## config.mk

```make
export PLATFORM = sky130hd
export DESIGN_NAME = adc_ctrl_top
export DESIGN_NICKNAME = d
export VERILOG_FILES = /design/src/source/adc_pkg.sv /design/src/source/adc_shift_if.sv /design/src/source/adc_ctrl_top.sv /design/src/source/adc_power_reset.sv /design/src/source/adc_sequencer.sv /design/src/source/adc_serial_port.sv
export VERILOG_INCLUDE_DIRS = /design/src /design/src/source
export SDC_FILE = /design/constraint.sdc
export NUM_CORES = 1
export LEC_CHECK = 0
export BUFFER_PORTS_ARGS = -buffer_cell sky130_fd_sc_hd__buf_4
export CAP_MARGIN = 20
export CORE_MARGIN = 4
export CORE_UTILIZATION = 30
export CTS_CLUSTER_DIAMETER = 40
export CTS_CLUSTER_SIZE = 8
export DETAILED_ROUTE_END_ITERATION = 16
export PLACE_DENSITY_LB_ADDON = 0.2
export RECOVER_POWER = 100
export SLEW_MARGIN = 20
export SYNTH_ARGS = -nofsm -noshare
export SYNTH_HDL_FRONTEND = slang
export SYNTH_SLANG_ARGS = --single-unit
```

## constraint.sdc

```tcl
create_clock -name clk -period 7.8 [get_ports clk]
set_clock_uncertainty 0.05 [all_clocks]
set_input_delay 0.78 -clock clk [delete_from_list [all_inputs] [get_ports clk]]
set_output_delay 0.78 -clock clk [all_outputs]
set_load 0.05 [all_outputs]
```

## src/source/adc_cfg.svh

```systemverilog
`ifndef ADC_CFG_SVH
`define ADC_CFG_SVH

// frame layout, fixed by the ADC register map
`define ADC_WORD_W      24      // serial frame and result word
`define ADC_CFG_W       14      // config bits supplied from outside
`define ADC_MUX_W       2       // channel mux field inside the write frame
`define ADC_OP_W        8       // command opcode

// command opcodes
`define ADC_OP_WREG     8'h14   // register write
`define ADC_OP_START    8'h08   // start conversion

// serial clock: clk cycles per half period of sclk
`define ADC_SCLK_HALF   3

// start pin pulse width in clk cycles
`define ADC_START_PULSE 12

// power-up reset shape on nrst, in clk cycles after rst_l release
`define ADC_NRST_HOLD   4       // high first
`define ADC_NRST_LOW    11      // then low, then high for good

`endif

```

## src/source/adc_pkg.sv

```systemverilog
`include "adc_cfg.svh"

package adc_pkg;

    // one serial frame, or one conversion result
    typedef logic [`ADC_WORD_W-1:0] adc_word_t;

    // external configuration bits, everything except the mux field
    typedef logic [`ADC_CFG_W-1:0] adc_cfg_t;

    // mux field: 00 selects channel 0, 01 selects channel 1
    typedef logic [`ADC_MUX_W-1:0] adc_mux_t;

    // channel_choice: 0/3 both, 1 first only, 2 second only
    typedef logic [1:0] chan_sel_t;

    // sequencer states, one pass per selected channel
    typedef enum logic [2:0] {
        ST_IDLE,        // wait for sync
        ST_WRITE,       // register write frame on the wire
        ST_START_CMD,   // start command frame on the wire
        ST_START_PULSE, // start pin held high
        ST_DRDY_WAIT,   // conversion running, wait for drdy
        ST_READ,        // result frame shifting in
        ST_NEXT         // pick next channel or finish
    } seq_state_t;

endpackage

```

## src/source/adc_shift_if.sv

```systemverilog
`timescale 1ns/100ps

// link between the sequencer and the serial port
interface adc_shift_if;
    import adc_pkg::*;

    logic      go;       // one-cycle frame request, only while !active
    adc_word_t tx_word;  // word to send, sampled with go
    logic      rx_mode;  // 1: read frame, din held low
    logic      active;   // frame in progress
    logic      done;     // one-cycle end of frame
    adc_word_t rx_word;  // received word, valid with done

    // frame requester side
    modport seq (
        output go,
        output tx_word,
        output rx_mode,
        input  active,
        input  done,
        input  rx_word
    );

    // shifter side
    modport port (
        input  go,
        input  tx_word,
        input  rx_mode,
        output active,
        output done,
        output rx_word
    );

endinterface

```

## src/source/adc_ctrl_top.sv

```systemverilog
`timescale 1ns/100ps

// two-channel 24-bit ADC controller
module adc_ctrl_top (
    input  logic               clk,
    input  logic               rst_l,
    input  logic               drdy,            // result ready, from ADC
    input  logic               dout,            // serial data from ADC
    input  logic               sync,            // starts one read cycle
    input  adc_pkg::adc_cfg_t  wreg_command,    // config minus the mux bits
    input  adc_pkg::chan_sel_t channel_choice,  // 0/3 both, 1 first, 2 second
    output logic               din,             // serial data to ADC
    output logic               sclk,
    output logic               nrst,            // ADC reset, active low
    output logic               start,           // ADC start pin
    output logic               busy,
    output adc_pkg::adc_word_t data_o,
    output logic               channel,         // channel of data_o
    output logic               rd_en            // data_o updated
);

    adc_shift_if link ();

    // ADC reset after power-up, runs on its own
    adc_power_reset u_power_reset (
        .clk   (clk),
        .rst_l (rst_l),
        .nrst  (nrst)
    );

    adc_serial_port u_serial_port (
        .clk   (clk),
        .rst_l (rst_l),
        .dout  (dout),
        .din   (din),
        .sclk  (sclk),
        .link  (link)
    );

    adc_sequencer u_sequencer (
        .clk            (clk),
        .rst_l          (rst_l),
        .sync           (sync),
        .drdy           (drdy),
        .wreg_command   (wreg_command),
        .channel_choice (channel_choice),
        .start          (start),
        .busy           (busy),
        .channel        (channel),
        .rd_en          (rd_en),
        .data_o         (data_o),
        .link           (link)
    );

endmodule

```

## src/source/adc_power_reset.sv

```systemverilog
`timescale 1ns/100ps
`include "adc_cfg.svh"

// one reset pulse for the ADC after the controller leaves reset
// nrst: high HOLD cycles, low LOW cycles, then high forever
module adc_power_reset (
    input  logic clk,
    input  logic rst_l,
    output logic nrst
);

    localparam int END_CNT = `ADC_NRST_HOLD + `ADC_NRST_LOW;
    localparam int CNT_W   = $clog2(END_CNT + 1);

    logic [CNT_W-1:0] cnt;   // cycles since release, sticks at END_CNT
    logic             in_low;

    // nrst is registered, so decide one count early
    assign in_low = (cnt >= CNT_W'(`ADC_NRST_HOLD - 1))
                    && (cnt < CNT_W'(END_CNT - 1));

    always_ff @(posedge clk or negedge rst_l) begin
        if (!rst_l) begin
            cnt  <= '0;
            nrst <= 1'b1;        // ADC not held in reset yet
        end else begin
            if (cnt != CNT_W'(END_CNT))
                cnt <= cnt + 1'b1;
            nrst <= !in_low;
        end
    end

endmodule

```

## src/source/adc_sequencer.sv

```systemverilog
`timescale 1ns/100ps
`include "adc_cfg.svh"

// per channel the FSM writes the config, sends start and pulses the start pin
// then waits for drdy, reads the result and moves to the next channel or idle
module adc_sequencer (
    input  logic               clk,
    input  logic               rst_l,
    input  logic               sync,
    input  logic               drdy,
    input  adc_pkg::adc_cfg_t  wreg_command,
    input  adc_pkg::chan_sel_t channel_choice,
    output logic               start,
    output logic               busy,
    output logic               channel,
    output logic               rd_en,
    output adc_pkg::adc_word_t data_o,
    adc_shift_if.seq           link
);
    import adc_pkg::*;

    localparam int PULSE_W = $clog2(`ADC_START_PULSE + 1);

    seq_state_t         state;
    chan_sel_t          sel_q;      // channel_choice taken at sync
    logic               ch_q;       // channel being worked on
    logic [PULSE_W-1:0] pulse_cnt;  // start pin width
    logic               go_q;
    adc_mux_t           mux;
    logic               more_ch;    // second channel still to do
    logic               port_free;

    assign mux       = adc_mux_t'(ch_q);             // 00 / 01
    assign more_ch   = !ch_q && (sel_q != 2'd1);     // only "first only" stops after ch0
    assign port_free = !link.active;

    assign link.go      = go_q;
    assign link.rx_mode = (state == ST_READ);

    // frame contents follow the state and are valid on the go cycle
    always_comb begin
        case (state)
            ST_WRITE:
                link.tx_word = {`ADC_OP_WREG, mux, wreg_command};
            ST_START_CMD:
                link.tx_word = {`ADC_OP_START, {(`ADC_WORD_W - `ADC_OP_W){1'b0}}};
            default:
                link.tx_word = '0;                    // read frame sends zeros on din
        endcase
    end

    always_ff @(posedge clk or negedge rst_l) begin
        if (!rst_l) begin
            state     <= ST_IDLE;
            sel_q     <= '0;
            ch_q      <= 1'b0;
            pulse_cnt <= '0;
            go_q      <= 1'b0;
            start     <= 1'b0;
            busy      <= 1'b0;
            channel   <= 1'b0;
            rd_en     <= 1'b0;
        end else begin
            go_q  <= 1'b0;   // strobes
            rd_en <= 1'b0;
            case (state)
                ST_IDLE: begin
                    if (sync) begin
                        sel_q <= channel_choice;
                        ch_q  <= (channel_choice == 2'd2);  // second only starts at ch1
                        busy  <= 1'b1;
                        go_q  <= 1'b1;   // write frame
                        state <= ST_WRITE;
                    end
                end

                ST_WRITE: begin
                    if (link.done) begin
                        go_q  <= 1'b1;   // start command frame
                        state <= ST_START_CMD;
                    end
                end

                ST_START_CMD: begin
                    if (link.done) begin
                        start     <= 1'b1;
                        pulse_cnt <= '0;
                        state     <= ST_START_PULSE;
                    end
                end

                ST_START_PULSE: begin
                    if (pulse_cnt == PULSE_W'(`ADC_START_PULSE - 1)) begin
                        start <= 1'b0;
                        state <= ST_DRDY_WAIT;
                    end else begin
                        pulse_cnt <= pulse_cnt + 1'b1;
                    end
                end

                ST_DRDY_WAIT: begin
                    // drdy is a level and may already be high here
                    if (drdy && port_free) begin
                        go_q  <= 1'b1;   // read frame
                        state <= ST_READ;
                    end
                end

                ST_READ: begin
                    if (link.done) begin
                        rd_en   <= 1'b1;
                        channel <= ch_q;
                        state   <= ST_NEXT;
                    end
                end

                ST_NEXT: begin
                    if (more_ch) begin
                        if (port_free) begin
                            ch_q  <= 1'b1;
                            go_q  <= 1'b1;   // write frame for ch1
                            state <= ST_WRITE;
                        end
                    end else begin
                        busy  <= 1'b0;   // one cycle after the last rd_en
                        state <= ST_IDLE;
                    end
                end

                default: begin
                    start <= 1'b0;
                    busy  <= 1'b0;
                    state <= ST_IDLE;
                end
            endcase
        end
    end

    // result register updated together with rd_en
    always_ff @(posedge clk) begin
        if (state == ST_READ && link.done)
            data_o <= link.rx_word;
    end

endmodule

```

## src/source/adc_serial_port.sv

```systemverilog
`timescale 1ns/100ps
`include "adc_cfg.svh"

// 24-bit serial shifter with sclk from a clk divider
// sclk idles low between frames
// din changes on falling sclk and dout is taken on rising sclk
// bits travel msb first
module adc_serial_port (
    input  logic      clk,
    input  logic      rst_l,
    input  logic      dout,
    output logic      din,
    output logic      sclk,
    adc_shift_if.port link
);
    import adc_pkg::*;

    localparam int HALF_W = $clog2(`ADC_SCLK_HALF + 1);
    localparam int BIT_W  = $clog2(`ADC_WORD_W + 1);

    logic [HALF_W-1:0] half_cnt;  // clk cycles inside one sclk half
    logic [BIT_W-1:0]  bit_cnt;   // falling edges seen so far
    adc_word_t         shreg;     // tx bits out / rx bits in
    logic              active_q;
    logic              done_q;
    logic              rx_q;      // frame type held for the whole frame
    logic              last_fall; // 24 falls done and one tail cycle left
    logic              sclk_tick; // sclk toggles on this edge

    assign last_fall = (bit_cnt == BIT_W'(`ADC_WORD_W));
    assign sclk_tick = active_q && !last_fall
                       && (half_cnt == HALF_W'(`ADC_SCLK_HALF - 1));

    assign link.active  = active_q;
    assign link.done    = done_q;
    assign link.rx_word = shreg;       // complete once done pulses

    // frame control and sclk
    always_ff @(posedge clk or negedge rst_l) begin
        if (!rst_l) begin
            active_q <= 1'b0;
            done_q   <= 1'b0;
            rx_q     <= 1'b0;
            half_cnt <= '0;
            bit_cnt  <= '0;
            sclk     <= 1'b0;
            din      <= 1'b0;
        end else begin
            done_q <= 1'b0;
            if (link.go) begin
                active_q <= 1'b1;
                rx_q     <= link.rx_mode;
                half_cnt <= HALF_W'(1);  // go cycle counts as first low cycle
                bit_cnt  <= '0;
                // first bit must sit on din before the first rise
                din      <= link.rx_mode ? 1'b0 : link.tx_word[`ADC_WORD_W-1];
            end else if (active_q) begin
                if (last_fall) begin  // tail cycle closes the frame
                    active_q <= 1'b0;
                    done_q   <= 1'b1;
                end else if (sclk_tick) begin
                    half_cnt <= '0;
                    sclk     <= ~sclk;
                    if (sclk) begin   // falling edge
                        bit_cnt <= bit_cnt + 1'b1;
                        if (rx_q || bit_cnt == BIT_W'(`ADC_WORD_W - 1))
                            din <= 1'b0;                     // read frame or past last bit
                        else
                            din <= shreg[`ADC_WORD_W-2];     // next bit
                    end
                end else begin
                    half_cnt <= half_cnt + 1'b1;
                end
            end
        end
    end

    // shift register for tx and rx bits
    always_ff @(posedge clk) begin
        if (link.go) begin
            shreg <= link.tx_word;
        end else if (sclk_tick) begin
            if (!sclk && rx_q)       // rising edge takes dout
                shreg <= {shreg[`ADC_WORD_W-2:0], dout};
            else if (sclk && !rx_q)  // falling edge moves next tx bit up
                shreg <= {shreg[`ADC_WORD_W-2:0], 1'b0};
        end
    end

endmodule

```

==> impl_results.md, run 1 <==
* Placed Area at slightly below 4000 um2
* Crit path time final at roughly 3800 ps
* Post-synth top area share at a little over two fifths
* CTS clk-pin slew, worst paths at 90 ps
* Mapped Avg Cell Area at between 10 and 15 um2
* Initial DRC count at approximately 140
* Worst Path Arrival at around 3700 ps
* RSZ-0062 raised after global routing: false
* Core box area at 10800 um2
* Worst hold path class: register to register
* Post-synth top cells: edfxtp_1 (48), dfrtp_1 (31), a22o_1 (15)
* Worst-margin pin slew at a little over 3000 ps
* Leak at ~0.0015 uW
* Die Width at 113 um
* CTS hold repair buffers at 0
* Grt total ovfl at 0
* Post-CTS setup buffers at 0
* Cells taking the most area after synthesis: edfxtp_1 (43%), dfrtp_1 (23%), a22o_1 (3.9%)
* First-pass GRT wire length at ~10000 um
* Full die area at between 10000 and 15000 um2
* Buffers on Ports at 51
* YS warnings at 0
* Row cnt at 38
* Netlist cell types at 46
* PostCTS Resize Cnt at 0
* Max Clk Rate at 260 MHz
* CP endpoint kind: register
* CTS tree: yes
* Seq/Total Area, Yosys at 67.3%
* CP Data Required Time at between 7000 and 8000 ps
* Vias in the first global route at 2025
* Largest net degree at the start of global routing at 33
* Largest area contributor in the netlist: edfxtp_1
* Die Y at between 100 and 150 um
* Most common cell in the netlist: edfxtp_1
* CP max FO at 24
* Setup TNS at 0 ps
* Synthesis-to-layout area growth at 16.0%
* Nets in the synthesized netlist at about 260
* #FFs+latches synth at 80
* Final Hold Vio Count at 0
* Fin. max-slew vios at 76
* Starting density of the core at between 30% and 40%
* Fill cell count at about 1100
* Failing checks: max-capacitance violations, max-slew violations
* CTS sink cnt at 80
* Crit share post-route at between 40 and 50%
* DRC Markers at 0
* Total Routing Usage GR at 10.2%
* WS Path Type: register to register
* Vias at approximately 2000
* VDD IR max at about 110 uV
* Post-synth ARST share at about two fifths
* Iteration count of the initial detailed-routing pass at 4
* Post-route ant nets at 0
* Top_reg_cell synth: edfxtp_1
* Mapped cell area at roughly 3300 um2
* Final Cell Area at 3870 um2
* Worst-Skew Late Latency at roughly 340 ps
* Pre-CTS setup slack at between 5000 and 6000 ps
* Avg WL per Cell at around 15 um
* Detailed placement HPWL at 4260 um
* Maximum clock insertion buffer count at 2
* Diodes inserted at 0
* Final Power at about 1100 uW
* Io pins at 52
* Syn Inst Count at 236
* Layout cells sized above 1 at between 10% and 20%
* Number of nets in the layout at approximately 320
* Initial antenna violation count at 0
* Clock buffer count from CTS at 9
* Final setup vio count at 0
* Status: complete, but fails checks
* Slew headroom at -110%
* Max H-tree Level at 3
* Routed wire length at around 6400 um
* Post-synth EDFFs at between 40 and 50
* Power Dens Cells at approximately 290 nW/um2
* Max-Cap Viols at 3
* Via/cell ratio at ~4.7
* CTS root buffer: clkbuf_8
* RD Place Congestion at about 0.72
* Final worst setup slack at just under 4000 ps
* Setup crit start kind: register
==> per-stage QoR <==
step / std cells / util (%) / hold slack, ps
floorplan: 236 / - / 350
global placement: 418 / 35.5 / 361
detailed placement: 418 / 35.5 / 366
CTS: 434 / 37.4 / 326
global route: 434 / 35.7 / 410
finish: 434 / 35.7 / 382
==> kinds of logic after synthesis <==
family,count (synthesis),share of synthesized area (%)
multiplexers,7,2.29
AND/OR/NAND/NOR,61,12.4
adder cells (fa/ha/maj),5,1.88
buffers and inverters,19,2.96
flip-flops,80,67.3
XOR/XNOR,4,1.05
AO/OA/AOI/OAI,60,12.2
==> final cells by class <==
cell class	instances	area, um2	share of cell area, %
flip-flops and latches	80	2240	58.0
multi-input cells	137	942	24.4
repair buffers	52	267	6.89
well taps	140	175	4.53
clock buffers	9	124	3.20
clock inverters	7	83.8	2.17
inverters	9	33.8	0.873
==> placed cells by master (no fill, tap or decap), types with 2 or more instances in the layout <==
master     count
edfxtp_1      48
clkbuf_1      33
dfrtp_1       31
buf_4         19
a22o_1        15
a21oi_1       14
o21ai_0       12
nand2_1       11
inv_1          9
nor2b_1        9
clkbuf_8       9
nand3_1        8
nor2_1         7
a31oi_1        6
mux2_2         5
ha_1           5
nor3_1         4
inv_6          4
nand2b_1       3
nor4_1         3
nand3b_1       3
a21o_1         3
nand4_1        3
or3_2          3
xnor2_1        3
o2bb2ai_1      2
o31ai_1        2
nand4b_1       2
mux2i_1        2
==> state kept, by name, summed over array words and instances, names as in the netlist <==
signal	cells
u_serial_port.link.rx_word	24
u_serial_port.din	1
u_sequencer.sel_q	2
u_sequencer.link.go	1
u_sequencer.channel	1
u_sequencer.start	1
u_sequencer.data_o	24
u_serial_port.link.active	1
u_serial_port.rx_q	1
u_serial_port.bit_cnt	5
u_sequencer.state	3
u_serial_port.half_cnt	2
u_sequencer.busy	1
u_sequencer.pulse_cnt	4
u_sequencer.rd_en	1
u_sequencer.ch_q	1
u_serial_port.sclk	1
u_serial_port.link.done	1
u_power_reset.nrst	1
u_power_reset.cnt	4
==> critical path, cell delays in order, from the launching register on <==
cell and delay (ps):
dfrtp_1 380, inv_1 80, ha_1 190, nand4b_1 190
nand3_1 160, o21ai_0 2340
==> power by group <==
part | leakage, uW | internal [uW] | switching (uW) | total (uW)
combinational | 0.000514 | 74.1 | 97.2 | 171
clock | 0.000103 | 155 | 166 | 320
sequential | 0.000849 | 563 | 59.7 | 622
==> path summary, 6_finish.rpt <==
check | from | end | slack [ps] | cells after the start
max in group asynchronous | rst_l | u_serial_port.din | 5810 | 1
min | u_serial_port.link.rx_word[23] | u_sequencer.data_o[23] | 380 | 0
max | u_serial_port.bit_cnt[0] | u_serial_port.link.rx_word[1] | 3960 | 5
min in group asynchronous | rst_l | u_sequencer.sel_q[0] | 860 | 1
min reg2reg | u_serial_port.link.rx_word[23] | u_sequencer.data_o[23] | 380 | 0
max reg2reg | u_serial_port.bit_cnt[0] | u_serial_port.link.rx_word[1] | 3960 | 5
==> layer usage <==
| layer | global-route usage [%] | wire length (um) | vias to the layer above |
|---|---|---|---|
| li1 | - | - | 1001 |
| met1 | 13.3 | 3020 | 977 |
| met2 | 16.0 | 2900 | 56 |
| met3 | 3.08 | 433 | 2 |
| met4 | 4.09 | 36 | 0 |
| met5 | 0 | 0 | - |
Power figures use the tool's default switching activity.
==> inputs of run 2 (changes only) <==
--- a/config.mk
+++ b/config.mk
@@ -6,6 +6,7 @@
 export SDC_FILE = /design/constraint.sdc
 export NUM_CORES = 1
 export LEC_CHECK = 0
+export ABC_AREA = 1
 export BUFFER_PORTS_ARGS = -buffer_cell sky130_fd_sc_hd__buf_4
 export CAP_MARGIN = 20
 export CORE_MARGIN = 4
==> constraint.sdc (replaced) <==
create_clock -name clk -period 3.9 [get_ports clk]
set_clock_uncertainty 0.05 [all_clocks]
set_input_delay 0.39 -clock clk [delete_from_list [all_inputs] [get_ports clk]]
set_output_delay 0.39 -clock clk [all_outputs]
set_load 0.05 [all_outputs]
==> run 2 against run 1 <==
Compared with the run above:
- the run still ends with max-capacitance violations, max-slew violations left
- via count is 17% higher
- area after synthesis is 5.5% higher
- sequential power is 43% higher
- total power is 53% higher
- first-iteration DRC count is 53% higher
- clock power is 150% higher
- hold slack worse by 130 ps
- critical path depth is 1 higher
- die area is 5.1% higher
- global-route usage is 1.0 points higher
- clock-buffer cell count stayed put
- core utilization is 0.57 points higher
- critical endpoint is now u_serial_port.link.rx_word[14]
- largest cell class unchanged
- largest power group unchanged
==> impl_results.md, run 2 <==
* Status: complete, but fails checks
* Failing checks: max-capacitance violations, max-slew violations
* WS Path Type: register to register
* Total Routing Usage GR at approximately 11%
* Synthesis-to-layout area growth at 18.2%
* Vias in the first global route at between 2000 and 2500
* Full die area at 13500 um2
* Hold EP: u_sequencer.sel_q[0]
* Worst r2r src: u_sequencer.state[0]
* Diodes inserted at 0
* Combinational share of power at ~1.5%
* Crit path time final at 2630 ps
* Max Clk Rate at 380 MHz
* Maximum clock insertion buffer count at 2
* Seq/Total Area, Yosys at 63.8%
* Row cnt at 39
* Most common cell after layout, fill and taps aside: nand2_1
* Setup crit start kind: register
* Max H-tree Level at 3
* Netlist cell types at 35
* Largest net degree at the start of global routing at 33
* Buffers on Ports at 51
* CTS root buffer: clkbuf_16
* Initial antenna violation count at 0
* Mapped Avg Cell Area at roughly 11 um2
* Slew headroom at -21.3%
* CTS clk-pin slew, worst paths at 70 ps
* Worst-Skew Late Latency at between 300 and 400 ps
* RD Place Congestion at around 0.8
* Top_reg_cell synth: edfxtp_1
* DRC Markers at 0
* Psw at 367 uW
* Grt total ovfl at 0
* Setup TNS at 0 ps
* Final Hold Vio Count at 0
* Worst R2R Setup Slack at between 1000 and 1500 ps
* Leak at 0.00174 uW
* Nets in the synthesized netlist at 352
* #FFs+latches synth at 80
* Via/cell ratio at 4.49
* YS warnings at 0
* Clock power share at a little under half
* First-pass GRT wire length at between 10000 and 15000 um
* Commonest cells after routing, fill and taps aside: nand2_1 (92), edfxtp_1 (48), clkbuf_1 (34), nand3_1 (32), dfrtp_1 (31)
* Starting density of the core at 30.7%
* Routed wire length at slightly above 7000 um
* Power Dens Cells at roughly 400 nW/um2
* RR Endpoint: u_serial_port.link.rx_word[14]
* Vias at about 2400
* Cells taking the most area after synthesis: edfxtp_1 (41%), dfrtp_1 (22%), nand2_1 (9.7%)
* Most common cell in the netlist: nand2_1
* Largest area contributor in the netlist: edfxtp_1
* Detailed placement HPWL at around 4800 um
* Fill cell count at 1170
* Post-synth top area share at about two fifths
* Post-CTS setup buffers at 0
* Core box area at 11500 um2
* Layout cells sized above 1 at roughly 16%
* Post-synth EDFFs at 48
* Initial DRC count at a little over 200
* Worst-margin pin slew at roughly 1800 ps
* Crit share post-route at 67.5%
* Pint at between 1000 and 1500 uW
* Max-Cap Viols at 2
* Path depth of the worst reg2reg path at 6
* Worst hold path class: input port to register
* Worst Path Arrival at roughly 2800 ps
* CP max FO at 16
* Post-route ant nets at 0
* CP endpoint kind: register
* Die Y at about 120 um
* Worst Hold Depth at 2
* Hold_sp: channel_choice[0]
* CP Data Required Time at between 4000 and 5000 ps
* Io pins at 52
* CTS tree: yes
* CTS sink cnt at 80
* Number of nets in the layout at 407
* Mapped cell area at between 3000 and 4000 um2
* Die Width at roughly 120 um
* Final setup vio count at 0
* Avg WL per Cell at about 13 um
* Iteration count of the initial detailed-routing pass at 4
* Post-synth top cells: nand2_1 (91), edfxtp_1 (48), nand3_1 (32)
* Post-synth ARST share at about two fifths
* Final Power at ~1700 uW
* VDD IR max at 170 uV
* Reg power frac at 52.2%
* Switch share at between 20% and 30%
* RSZ-0062 raised after global routing: false
* Fin. max-slew vios at 60
* PostCTS Resize Cnt at 0
* Setup crit start: u_sequencer.state[0]
* Clock buffer count from CTS at 9
* Syn Inst Count at approximately 330
==> run 2: changes by cell type after synthesis, sizes merged, moves of 6 or more <==
cell	change
a31oi	-6
nand2	+85
a22o	-15
a21oi	-10
inv	+21
nor2b	-9
nand3	+35
nor2	+19
==> run 2: layout make-up <==
class                      count  area (um2)  share of cell area, %
multi-input combinational    206        1060                   25.5
sequential                    80        2240                   54.0
inverter                      30         113                   2.71
clock inverter                 7        55.1                   1.32
clock buffer                   9         225                   5.42
timing repair buffer          54         280                   6.74
tap                          143         179                   4.30
==> run 2: power by group through the flow <==
| stage | logic, uW | registers [uW] | clock network (uW) |
|---|---|---|---|
| after floorplan | 1.08 | 908 | 0 |
| after global placement | 25.4 | 908 | 0 |
| after detailed placement | 25.5 | 908 | 0 |
| after CTS | 26.4 | 890 | 812 |
| after global routing | 28.3 | 890 | 851 |
| final | 24.8 | 890 | 792 |
==> run 2: repair_timing <==
action,in CTS,in global routing
setup endpoints to repair,0,0
hold buffers,1,0
endpoints found under the hold margin,31,0
==> run 2: how the worst max path moves through the flow <==
stage,cells after the start,slack (ps),end
floorplan,3,580,u_serial_port.link.rx_word[0]
global placement,4,1790,u_sequencer.data_o[15]
detailed placement,4,1780,u_sequencer.data_o[15]
CTS,4,1770,u_sequencer.data_o[0]
global route,6,830,u_serial_port.link.rx_word[14]
finish,6,1270,u_serial_port.link.rx_word[14]
==> run 2: worst max-delay path, stage by stage, from the launching register on <==
cell     delay (ps)
dfrtp_1         520
inv_2           110
nor2_1          240
inv_2            60
nor2_1         1070
nand2_1         220
o21ai_1         210
==> run 2: kinds of logic after synthesis <==
family / count (synthesis) / share of synthesized area [%]
AOI/OAI and AO/OA: 22 / 3.34
xor gates and xnor gates: 2 / 0.498
adders and majority gates: 5 / 1.78
buffers and inverters: 40 / 4.98
DFF: 80 / 63.8
muxes: 1 / 0.320
and+or+nand+nor: 176 / 25.3
==> run 2: metal layers <==
layer	global-route usage [%]	share of wire, %
met1	15.0	48
met2	17.5	45
met3	3.47	5.5
met4	3.71	1.1
met5	0	0
==> run 2: metrics by stage <==
step,cell area (um2),hold slack [ps],utilization (%),setup WS (ps),instances
after global routing,4160,255,36.3,826,529
after global placement,4040,321,35.2,1790,512
after CTS,4330,250,37.7,1770,529
after floorplan,3520,44.4,-,583,326
final,4160,256,36.3,1270,529
after detailed placement,4040,321,35.2,1780,512
